`config.mk`:
```
export PLATFORM = sky130hd
export DESIGN_NAME = display_codec_top
export DESIGN_NICKNAME = d
export VERILOG_FILES = /design/src/design/codec_types_pkg.sv /design/src/design/axi_regmap_pkg.sv /design/src/design/codec_if.sv /design/src/design/axi_reg_decode.sv /design/src/design/pixel_convert.sv /design/src/design/display_codec_top.sv
export SDC_FILE = /design/constraint.sdc
export NUM_CORES = 1
export LEC_CHECK = 0
export CORE_ASPECT_RATIO = 1.1
export CORE_MARGIN = 1
export CORE_UTILIZATION = 35
export CTS_BUF_LIST = sky130_fd_sc_hd__clkbuf_4 sky130_fd_sc_hd__clkbuf_8
export CTS_CLUSTER_SIZE = 12
export DETAILED_ROUTE_END_ITERATION = 16
export DONT_BUFFER_PORTS = 1
export GPL_ROUTABILITY_DRIVEN = 0
export GPL_TIMING_DRIVEN = 0
export PLACE_DENSITY = 0.48
export SLEW_MARGIN = 20
export SYNTH_ARGS = -nofsm -noshare
export SYNTH_HDL_FRONTEND = slang
export SYNTH_SLANG_ARGS = --single-unit
export TNS_END_PERCENT = 10
```
`constraint.sdc`:
```
create_clock -name s_axi_aclk -period 7.88 [get_ports s_axi_aclk]
set_input_delay 0.788 -clock s_axi_aclk [delete_from_list [all_inputs] [get_ports s_axi_aclk]]
set_output_delay 0.788 -clock s_axi_aclk [all_outputs]
set_load 0.005 [all_outputs]
```
`src/design/codec_types_pkg.sv`:
```
// Pixel codec types

package codec_types_pkg;

    // RGB888 input pixel, red in the top byte
    typedef struct packed {
        logic [7:0] red;
        logic [7:0] green;
        logic [7:0] blue;
    } rgb888_t;

    typedef struct packed {
        logic [4:0] red;
        logic [5:0] green;
        logic [4:0] blue;
    } rgb565_t;

    // Top bit is always zero
    typedef struct packed {
        logic       pad;
        logic [4:0] red;
        logic [4:0] green;
        logic [4:0] blue;
    } rgb555_t;

    // One output word, read as either layout
    typedef union packed {
        rgb565_t rgb565;
        rgb555_t rgb555;
    } pixel16_u;

    typedef enum logic {
        FMT_RGB565 = 1'b0,
        FMT_RGB555 = 1'b1
    } pix_fmt_e;

    // Conversions in flight between decode and converter
    localparam int CONV_CREDITS = 1;
    localparam int CREDIT_W = $clog2(CONV_CREDITS + 1);

    // Converter FSM, one-hot
    localparam logic [2:0] ST_IDLE    = 3'b001;
    localparam logic [2:0] ST_PROCESS = 3'b010;
    localparam logic [2:0] ST_OUTPUT  = 3'b100;

endpackage

```
`src/design/axi_regmap_pkg.sv`:
```
// AXI4-Lite register map

package axi_regmap_pkg;

    // Register offsets
    localparam logic [7:0] REG_PIXEL_LO  = 8'h00;
    localparam logic [7:0] REG_PIXEL_HI  = 8'h04;
    localparam logic [7:0] REG_CONTROL   = 8'h08;
    localparam logic [7:0] REG_STATUS    = 8'h0C;
    localparam logic [7:0] REG_PIXEL_OUT = 8'h10;

    // Control bits
    localparam int CTRL_START_BIT = 0;
    localparam int CTRL_FMT_BIT   = 1;

    // Status bits
    localparam int STAT_BUSY_BIT = 0;
    localparam int STAT_DONE_BIT = 1;

    localparam logic [1:0] RESP_OKAY   = 2'b00;
    localparam logic [1:0] RESP_SLVERR = 2'b10;

endpackage

```
`src/design/codec_if.sv`:
```
// Decode to converter link

interface codec_if;

    // Request, sent only while the decode holds a credit
    logic                      req_valid;
    codec_types_pkg::rgb888_t  req_pixel;
    codec_types_pkg::pix_fmt_e req_fmt;

    // Credit return, result valid in the same cycle
    logic                      credit;
    codec_types_pkg::pixel16_u result;

    modport decode (
        output req_valid,
        output req_pixel,
        output req_fmt,
        input  credit,
        input  result
    );

    modport convert (
        input  req_valid,
        input  req_pixel,
        input  req_fmt,
        output credit,
        output result
    );

endinterface

```
`src/design/axi_reg_decode.sv`:
```
// AXI4-Lite register decode for the pixel codec

module axi_reg_decode (
    input  logic        s_axi_aclk,
    input  logic        s_axi_aresetn,

    input  logic [7:0]  s_axi_awaddr,
    input  logic        s_axi_awvalid,
    output logic        s_axi_awready,

    input  logic [31:0] s_axi_wdata,
    input  logic [3:0]  s_axi_wstrb,
    input  logic        s_axi_wvalid,
    output logic        s_axi_wready,

    output logic [1:0]  s_axi_bresp,
    output logic        s_axi_bvalid,
    input  logic        s_axi_bready,

    input  logic [7:0]  s_axi_araddr,
    input  logic        s_axi_arvalid,
    output logic        s_axi_arready,

    output logic [31:0] s_axi_rdata,
    output logic [1:0]  s_axi_rresp,
    output logic        s_axi_rvalid,
    input  logic        s_axi_rready,

    codec_if.decode     conv
);

    codec_types_pkg::rgb888_t                pixel_q;
    codec_types_pkg::pix_fmt_e               fmt_q;
    codec_types_pkg::pixel16_u               result_q;
    logic                                    start_pending;
    logic                                    done_q;
    logic                                    req_valid_q;
    logic [codec_types_pkg::CREDIT_W-1:0]    credits;
    logic                                    busy;
    logic                                    issue;
    logic                                    wr_accept;
    logic                                    start_wr;
    logic                                    rd_accept;
    logic [31:0]                             rd_word;

    function automatic logic addr_mapped(input logic [7:0] addr);
        case (addr)
            axi_regmap_pkg::REG_PIXEL_LO,
            axi_regmap_pkg::REG_PIXEL_HI,
            axi_regmap_pkg::REG_CONTROL,
            axi_regmap_pkg::REG_STATUS,
            axi_regmap_pkg::REG_PIXEL_OUT: addr_mapped = 1'b1;
            default:                       addr_mapped = 1'b0;
        endcase
    endfunction

    // Address and data are taken together, one write at a time
    assign wr_accept = s_axi_awvalid && s_axi_wvalid && !s_axi_awready && !s_axi_bvalid;
    assign start_wr  = wr_accept && (s_axi_awaddr == axi_regmap_pkg::REG_CONTROL) &&
                       s_axi_wstrb[0] && s_axi_wdata[axi_regmap_pkg::CTRL_START_BIT];
    assign rd_accept = s_axi_arvalid && !s_axi_arready && !s_axi_rvalid;

    assign issue = start_pending && (credits != '0);
    assign busy  = start_pending ||
                   (credits != codec_types_pkg::CREDIT_W'(codec_types_pkg::CONV_CREDITS));

    assign conv.req_valid = req_valid_q;
    assign conv.req_pixel = pixel_q;
    assign conv.req_fmt   = fmt_q;

    // Write channel and register file
    always_ff @(posedge s_axi_aclk) begin
        if (!s_axi_aresetn) begin
            s_axi_awready <= 1'b0;
            s_axi_wready  <= 1'b0;
            s_axi_bvalid  <= 1'b0;
            s_axi_bresp   <= axi_regmap_pkg::RESP_OKAY;
            pixel_q       <= '0;
            fmt_q         <= codec_types_pkg::FMT_RGB565;
        end else begin
            s_axi_awready <= wr_accept;
            s_axi_wready  <= wr_accept;
            if (wr_accept) begin
                s_axi_bresp <= addr_mapped(s_axi_awaddr) ? axi_regmap_pkg::RESP_OKAY
                                                         : axi_regmap_pkg::RESP_SLVERR;
                case (s_axi_awaddr)
                    axi_regmap_pkg::REG_PIXEL_LO: begin
                        if (s_axi_wstrb[0]) pixel_q.blue  <= s_axi_wdata[7:0];
                        if (s_axi_wstrb[1]) pixel_q.green <= s_axi_wdata[15:8];
                    end
                    axi_regmap_pkg::REG_PIXEL_HI: begin
                        if (s_axi_wstrb[0]) pixel_q.red <= s_axi_wdata[7:0];
                    end
                    axi_regmap_pkg::REG_CONTROL: begin
                        if (s_axi_wstrb[0]) begin
                            fmt_q <= codec_types_pkg::pix_fmt_e'(
                                s_axi_wdata[axi_regmap_pkg::CTRL_FMT_BIT]);
                        end
                    end
                    default: ;
                endcase
            end
            if (s_axi_awready) begin
                s_axi_bvalid <= 1'b1;
            end else if (s_axi_bready) begin
                s_axi_bvalid <= 1'b0;
            end
        end
    end

    // Request issue, credit count and result capture
    always_ff @(posedge s_axi_aclk) begin
        if (!s_axi_aresetn) begin
            req_valid_q   <= 1'b0;
            start_pending <= 1'b0;
            credits       <= codec_types_pkg::CREDIT_W'(codec_types_pkg::CONV_CREDITS);
            done_q        <= 1'b0;
            result_q      <= '0;
        end else begin
            req_valid_q <= issue;
            if (conv.credit) begin
                result_q <= conv.result;
                // A queued start will produce a newer result
                done_q   <= !start_pending;
            end
            if (issue) begin
                start_pending <= 1'b0;
            end
            case ({conv.credit, issue})
                2'b10:   credits <= credits + 1'b1;
                2'b01:   credits <= credits - 1'b1;
                default: credits <= credits;
            endcase
            // New start wins over the issue on the same edge
            if (start_wr) begin
                start_pending <= 1'b1;
                done_q        <= 1'b0;
            end
        end
    end

    always_comb begin
        rd_word = '0;
        case (s_axi_araddr)
            axi_regmap_pkg::REG_PIXEL_LO:  rd_word[15:0] = pixel_q[15:0];
            axi_regmap_pkg::REG_PIXEL_HI:  rd_word[7:0]  = pixel_q.red;
            axi_regmap_pkg::REG_CONTROL: begin
                rd_word[axi_regmap_pkg::CTRL_START_BIT] = start_pending;
                rd_word[axi_regmap_pkg::CTRL_FMT_BIT]   = fmt_q;
            end
            axi_regmap_pkg::REG_STATUS: begin
                rd_word[axi_regmap_pkg::STAT_BUSY_BIT] = busy;
                rd_word[axi_regmap_pkg::STAT_DONE_BIT] = done_q;
            end
            axi_regmap_pkg::REG_PIXEL_OUT: rd_word[15:0] = result_q;
            default:                       rd_word = '0;
        endcase
    end

    // Read channel, data held until rready
    always_ff @(posedge s_axi_aclk) begin
        if (!s_axi_aresetn) begin
            s_axi_arready <= 1'b0;
            s_axi_rvalid  <= 1'b0;
            s_axi_rdata   <= '0;
            s_axi_rresp   <= axi_regmap_pkg::RESP_OKAY;
        end else begin
            s_axi_arready <= rd_accept;
            if (rd_accept) begin
                s_axi_rdata <= rd_word;
                s_axi_rresp <= addr_mapped(s_axi_araddr) ? axi_regmap_pkg::RESP_OKAY
                                                         : axi_regmap_pkg::RESP_SLVERR;
            end
            if (s_axi_arready) begin
                s_axi_rvalid <= 1'b1;
            end else if (s_axi_rready) begin
                s_axi_rvalid <= 1'b0;
            end
        end
    end

endmodule

```
`src/design/pixel_convert.sv`:
```
// RGB888 to 16-bit pixel converter

module pixel_convert (
    input  logic     s_axi_aclk,
    input  logic     s_axi_aresetn,
    codec_if.convert conv
);

    logic [2:0]                state_q;
    logic [2:0]                state_d;
    codec_types_pkg::rgb888_t  pix_q;
    codec_types_pkg::pix_fmt_e fmt_q;
    codec_types_pkg::pixel16_u result_q;

    always_ff @(posedge s_axi_aclk) begin
        if (!s_axi_aresetn) begin
            state_q <= codec_types_pkg::ST_IDLE;
        end else begin
            state_q <= state_d;
        end
    end

    // No refusal path, the credit means we are idle
    always_comb begin
        case (state_q)
            codec_types_pkg::ST_IDLE:
                state_d = conv.req_valid ? codec_types_pkg::ST_PROCESS
                                         : codec_types_pkg::ST_IDLE;
            codec_types_pkg::ST_PROCESS: state_d = codec_types_pkg::ST_OUTPUT;
            codec_types_pkg::ST_OUTPUT:  state_d = codec_types_pkg::ST_IDLE;
            default:                     state_d = codec_types_pkg::ST_IDLE;
        endcase
    end

    always_ff @(posedge s_axi_aclk) begin
        // Request fields only live for one cycle
        if (state_q == codec_types_pkg::ST_IDLE && conv.req_valid) begin
            pix_q <= conv.req_pixel;
            fmt_q <= conv.req_fmt;
        end
        // Truncate to the top bits of each channel
        if (state_q == codec_types_pkg::ST_PROCESS) begin
            case (fmt_q)
                codec_types_pkg::FMT_RGB555: begin
                    result_q.rgb555 <= '{pad:   1'b0,
                                         red:   pix_q.red[7:3],
                                         green: pix_q.green[7:3],
                                         blue:  pix_q.blue[7:3]};
                end
                default: begin
                    result_q.rgb565 <= '{red:   pix_q.red[7:3],
                                         green: pix_q.green[7:2],
                                         blue:  pix_q.blue[7:3]};
                end
            endcase
        end
    end

    assign conv.result = result_q;
    assign conv.credit = (state_q == codec_types_pkg::ST_OUTPUT);

endmodule

```
`src/design/display_codec_top.sv`:
```
// Display pixel codec, AXI4-Lite top level

module display_codec_top (
    input  logic        s_axi_aclk,
    input  logic        s_axi_aresetn,

    input  logic [7:0]  s_axi_awaddr,
    input  logic        s_axi_awvalid,
    output logic        s_axi_awready,

    input  logic [31:0] s_axi_wdata,
    input  logic [3:0]  s_axi_wstrb,
    input  logic        s_axi_wvalid,
    output logic        s_axi_wready,

    output logic [1:0]  s_axi_bresp,
    output logic        s_axi_bvalid,
    input  logic        s_axi_bready,

    input  logic [7:0]  s_axi_araddr,
    input  logic        s_axi_arvalid,
    output logic        s_axi_arready,

    output logic [31:0] s_axi_rdata,
    output logic [1:0]  s_axi_rresp,
    output logic        s_axi_rvalid,
    input  logic        s_axi_rready
);

    codec_if conv_link ();

    axi_reg_decode u_decode (
        .s_axi_aclk    (s_axi_aclk),
        .s_axi_aresetn (s_axi_aresetn),
        .s_axi_awaddr  (s_axi_awaddr),
        .s_axi_awvalid (s_axi_awvalid),
        .s_axi_awready (s_axi_awready),
        .s_axi_wdata   (s_axi_wdata),
        .s_axi_wstrb   (s_axi_wstrb),
        .s_axi_wvalid  (s_axi_wvalid),
        .s_axi_wready  (s_axi_wready),
        .s_axi_bresp   (s_axi_bresp),
        .s_axi_bvalid  (s_axi_bvalid),
        .s_axi_bready  (s_axi_bready),
        .s_axi_araddr  (s_axi_araddr),
        .s_axi_arvalid (s_axi_arvalid),
        .s_axi_arready (s_axi_arready),
        .s_axi_rdata   (s_axi_rdata),
        .s_axi_rresp   (s_axi_rresp),
        .s_axi_rvalid  (s_axi_rvalid),
        .s_axi_rready  (s_axi_rready),
        .conv          (conv_link.decode)
    );

    pixel_convert u_convert (
        .s_axi_aclk    (s_axi_aclk),
        .s_axi_aresetn (s_axi_aresetn),
        .conv          (conv_link.convert)
    );

endmodule

```
==> qor.csv <==
stage,metric,value,unit
floorplan,dieArea,12400,um^2
detailed_routing,routed_wl,9002,um
final_layout,design_area,4690,um^2
logic_synthesis,synth_top_family_by_area,simple AND/OR/NAND/NOR gates,
global_route,grt_antenna_before_repair,0,
worst_hold_path,hold_end,u_convert.conv.result[1],
final_layout,nets,456,
sta,timing.final.crit_share,0.2922,
clock_network,post_cts_buffers,0,
sta,clock_skew,0.01372,ns
logic_synthesis,synth-seq-area-share,0.5714,
placed_design,post-dp-hpwl,6703,um
floorplan,num_rows,41,
setup_path,reg2reg_slack,5.67,ns
clock_network,cts_hold_buffers,0,
sta,tightestPinTransition,0.8827,ns
setup_path,reg2reg_to,u_decode.s_axi_rdata[7],
logic_synthesis,synth-simple-area-share,0.1590,
setup_path,arrival,2.59,ns
sta,setup_tns,0,ns
worst_hold_path,holdPathStages,0,
clock_network,cts_tree,done,
floorplan,die_x,106.3,um
detailed_routing,vias,2655,
final_layout,antennaDiodeCount,0,
power_and_ir_drop,ir_worst_vdd,0.00008061,V
setup_path,startpoint,s_axi_araddr[1],
clock_network,path_clk_slew,0.09,ns
job,maxCapViolCount,0,
logic_synthesis,synth_compound_area_frac,0.07382,
floorplan,die_h,116.7,um
setup_path,end_kind,flip-flop,
final_layout,finalNonFillerCells,552,
detailed_routing,ant_nets,0,
floorplan,io_pins,100,
sta,period_needed,2.303,ns
worst_hold_path,hold_start,u_convert.pix_q[4],
final_layout,syn2layout_area_growth,12.01,%
logic_synthesis,yosys_register_bits,103,
sta,rsz0062_at_grt,no,
setup_path,path_max_fanout,10,
sta,slew-limit-headroom,0.4115,
logic_synthesis,syn_area,4187,um^2
clock_network,clock_sinks,103,
logic_synthesis,synth_edf_count,33,
logic_synthesis,avgSynthCellArea,11.44,um^2
placed_design,dp_cells,536,
logic_synthesis,synthCells,366,
logic_synthesis,synthArstFlopShare,0,
logic_synthesis,synthMuxAreaShare,0.1342,
power_and_ir_drop,total_power,0.0009105,W
detailed_routing,drt_iter0_markers,132,
sta,setup_viol,0,
sta,hold_viol_final,0,
clock_network,clockRootBuffer,clkbuf_8,
clock_network,cts_buffer_depth,2,
floorplan,start_util,0.3627,
final_layout,drive_gt1_frac,0.2562,
global_route,first_global_vias,2484,
detailed_routing,via_per_inst,4.810,
setup_path,ff2ff_path_depth,6,
worst_hold_path,hp-class,flip-flop to flip-flop,
setup_path,cp.required,8.17,ns
setup_path,path_class,input pin to flip-flop,
logic_synthesis,ys_warn_count,0,
logic_synthesis,synthFlopType,dfxtp_1,
sta,max_freq,434.2,MHz
clock_network,cts_max_level,3,
detailed_routing,drc,0,
setup_path,timing.rr.start,u_decode.s_axi_rvalid,
final_layout,num-fill-cells,1155,
logic_synthesis,ys_types,44,
setup_path,worstSetupStartpointType,input pin,
power_and_ir_drop,power.density,194.2,nW/um^2
global_route,grt_overflow_total,0,
placed_design,placed_area,4484,um^2
clock_network,numCtsBuffers,9,
placed_design,io_buffers,0,
floorplan,core,11540,um^2
global_route,grt_max_degree,17,
clock_network,cts_resized,0,
power_and_ir_drop,leakagePower,1.671,nW
detailed_routing,wl_per_cell,16.31,um
clock_network,worstSkewPairLatency,0.36,ns
global_route,grt_pass1_wl,13630,um
detailed_routing,firstDrtPassIters,4,
final_layout,final_util,0.4063,
sta,drv_slew,0,
logic_synthesis,yosys.area_share.xor_xnor,0.002092,
global_route,grt_use_total,0.1501,
logic_synthesis,synthAdderAreaFrac,0,
status,outcome,completed,
[layer usage]
metal / share of wire / GRT usage / wire [um]
met4: 0.017 / 0.07222 / 155
met3: 0.051 / 0.03181 / 459
met2: 0.48 / 0.2494 / 4347
met5: 0 / 0 / 0
met1: 0.45 / 0.1867 / 4040
[layout by cell type (no fill, tap or decap), types with 16 or more instances in the layout]
| master | count |
|---|---|
| conb_1 | 18 |
| a21oi_1 | 26 |
| mux2_2 | 25 |
| mux2i_1 | 28 |
| clkbuf_1 | 17 |
| buf_4 | 21 |
| dfxtp_1 | 70 |
| nand2_1 | 44 |
| edfxtp_1 | 33 |
| nor2_2 | 24 |
| nor2_1 | 16 |
[report_power, final]
group / internal (W) / switching, W / leakage (nW)
clock network: 0.000154 / 0.000175 / 0.106
registers: 0.000545 / 0.00000177 / 0.944
logic: 0.0000132 / 0.0000221 / 0.622
total: 0.000712 / 0.000199 / 1.67
[per-stage QoR]
stage,hold slack (ns),setup WS [ns]
finish,0.4227,5.577
global route,0.4353,5.444
CTS,0.4304,5.557
detailed placement,0.4052,5.174
global placement,0.4030,4.193
floorplan,0.4003,5.308
[layout make-up]
cell class	count	area, um^2	area share
Buffer	39	226.5	0.04829
Clock buffer	14	186.4	0.03975
Clock inverter	2	13.76	0.002935
Inverter	5	18.77	0.004002
Multi-Input combinational cell	236	1638	0.3493
Sequential cell	103	2392	0.5101
Tap cell	150	187.7	0.04002
Timing Repair Buffer	3	26.28	0.005603
[kinds of logic (layout without fill, tap and decap cells)]
logic type | after synthesis | in the layout
mux | 53 | 53
other cells | 1 | 18
xor+xnor | 1 | 1
buf+inv | 44 | 63
simple gates | 114 | 114
flops | 103 | 103
compound gates | 50 | 50
[how the worst max path moves through the flow]
stage                                          to  slack (ns)  cells after the start
after floorplan              u_convert.state_q[0]        5.31                      3
after global placement       u_convert.state_q[0]        4.19                      3
after detailed placement  u_decode.s_axi_rdata[7]        5.17                      5
after CTS                 u_decode.s_axi_rdata[7]        5.56                      5
after global routing      u_decode.s_axi_rdata[6]        5.44                      5
final                     u_decode.s_axi_rdata[7]        5.58                      5
[critical path: stages]
cell	delay (ns)
or4_1	0.61
nor4_2	0.59
buf_2	0.36
a22oi_1	0.10
a21oi_1	0.14
[flip-flops by register name, indices dropped and copies added, names as in the netlist, 3 cells and up]
name                     cells
u_decode.conv.req_pixel     24
u_convert.conv.result       16
u_convert.pix_q             16
u_decode.result_q           16
u_decode.s_axi_rdata        16
u_convert.state_q            3
[Yosys cell counts, types with 3 or more instances]
master	n	area share
nand2_1	44	0.039
nor2b_1	3	0.0045
nor2_2	24	0.036
mux2_2	25	0.067
mux2i_1	28	0.067
edfxtp_1	33	0.24
dfxtp_1	70	0.33
and2_1	3	0.0045
nor4_4	3	0.015
a22oi_1	14	0.025
clkbuf_1	17	0.015
inv_1	4	0.0036
buf_4	19	0.034
nor2_1	16	0.014
a21oi_1	26	0.031
No activity file was read; power rests on OpenSTA's default activity.
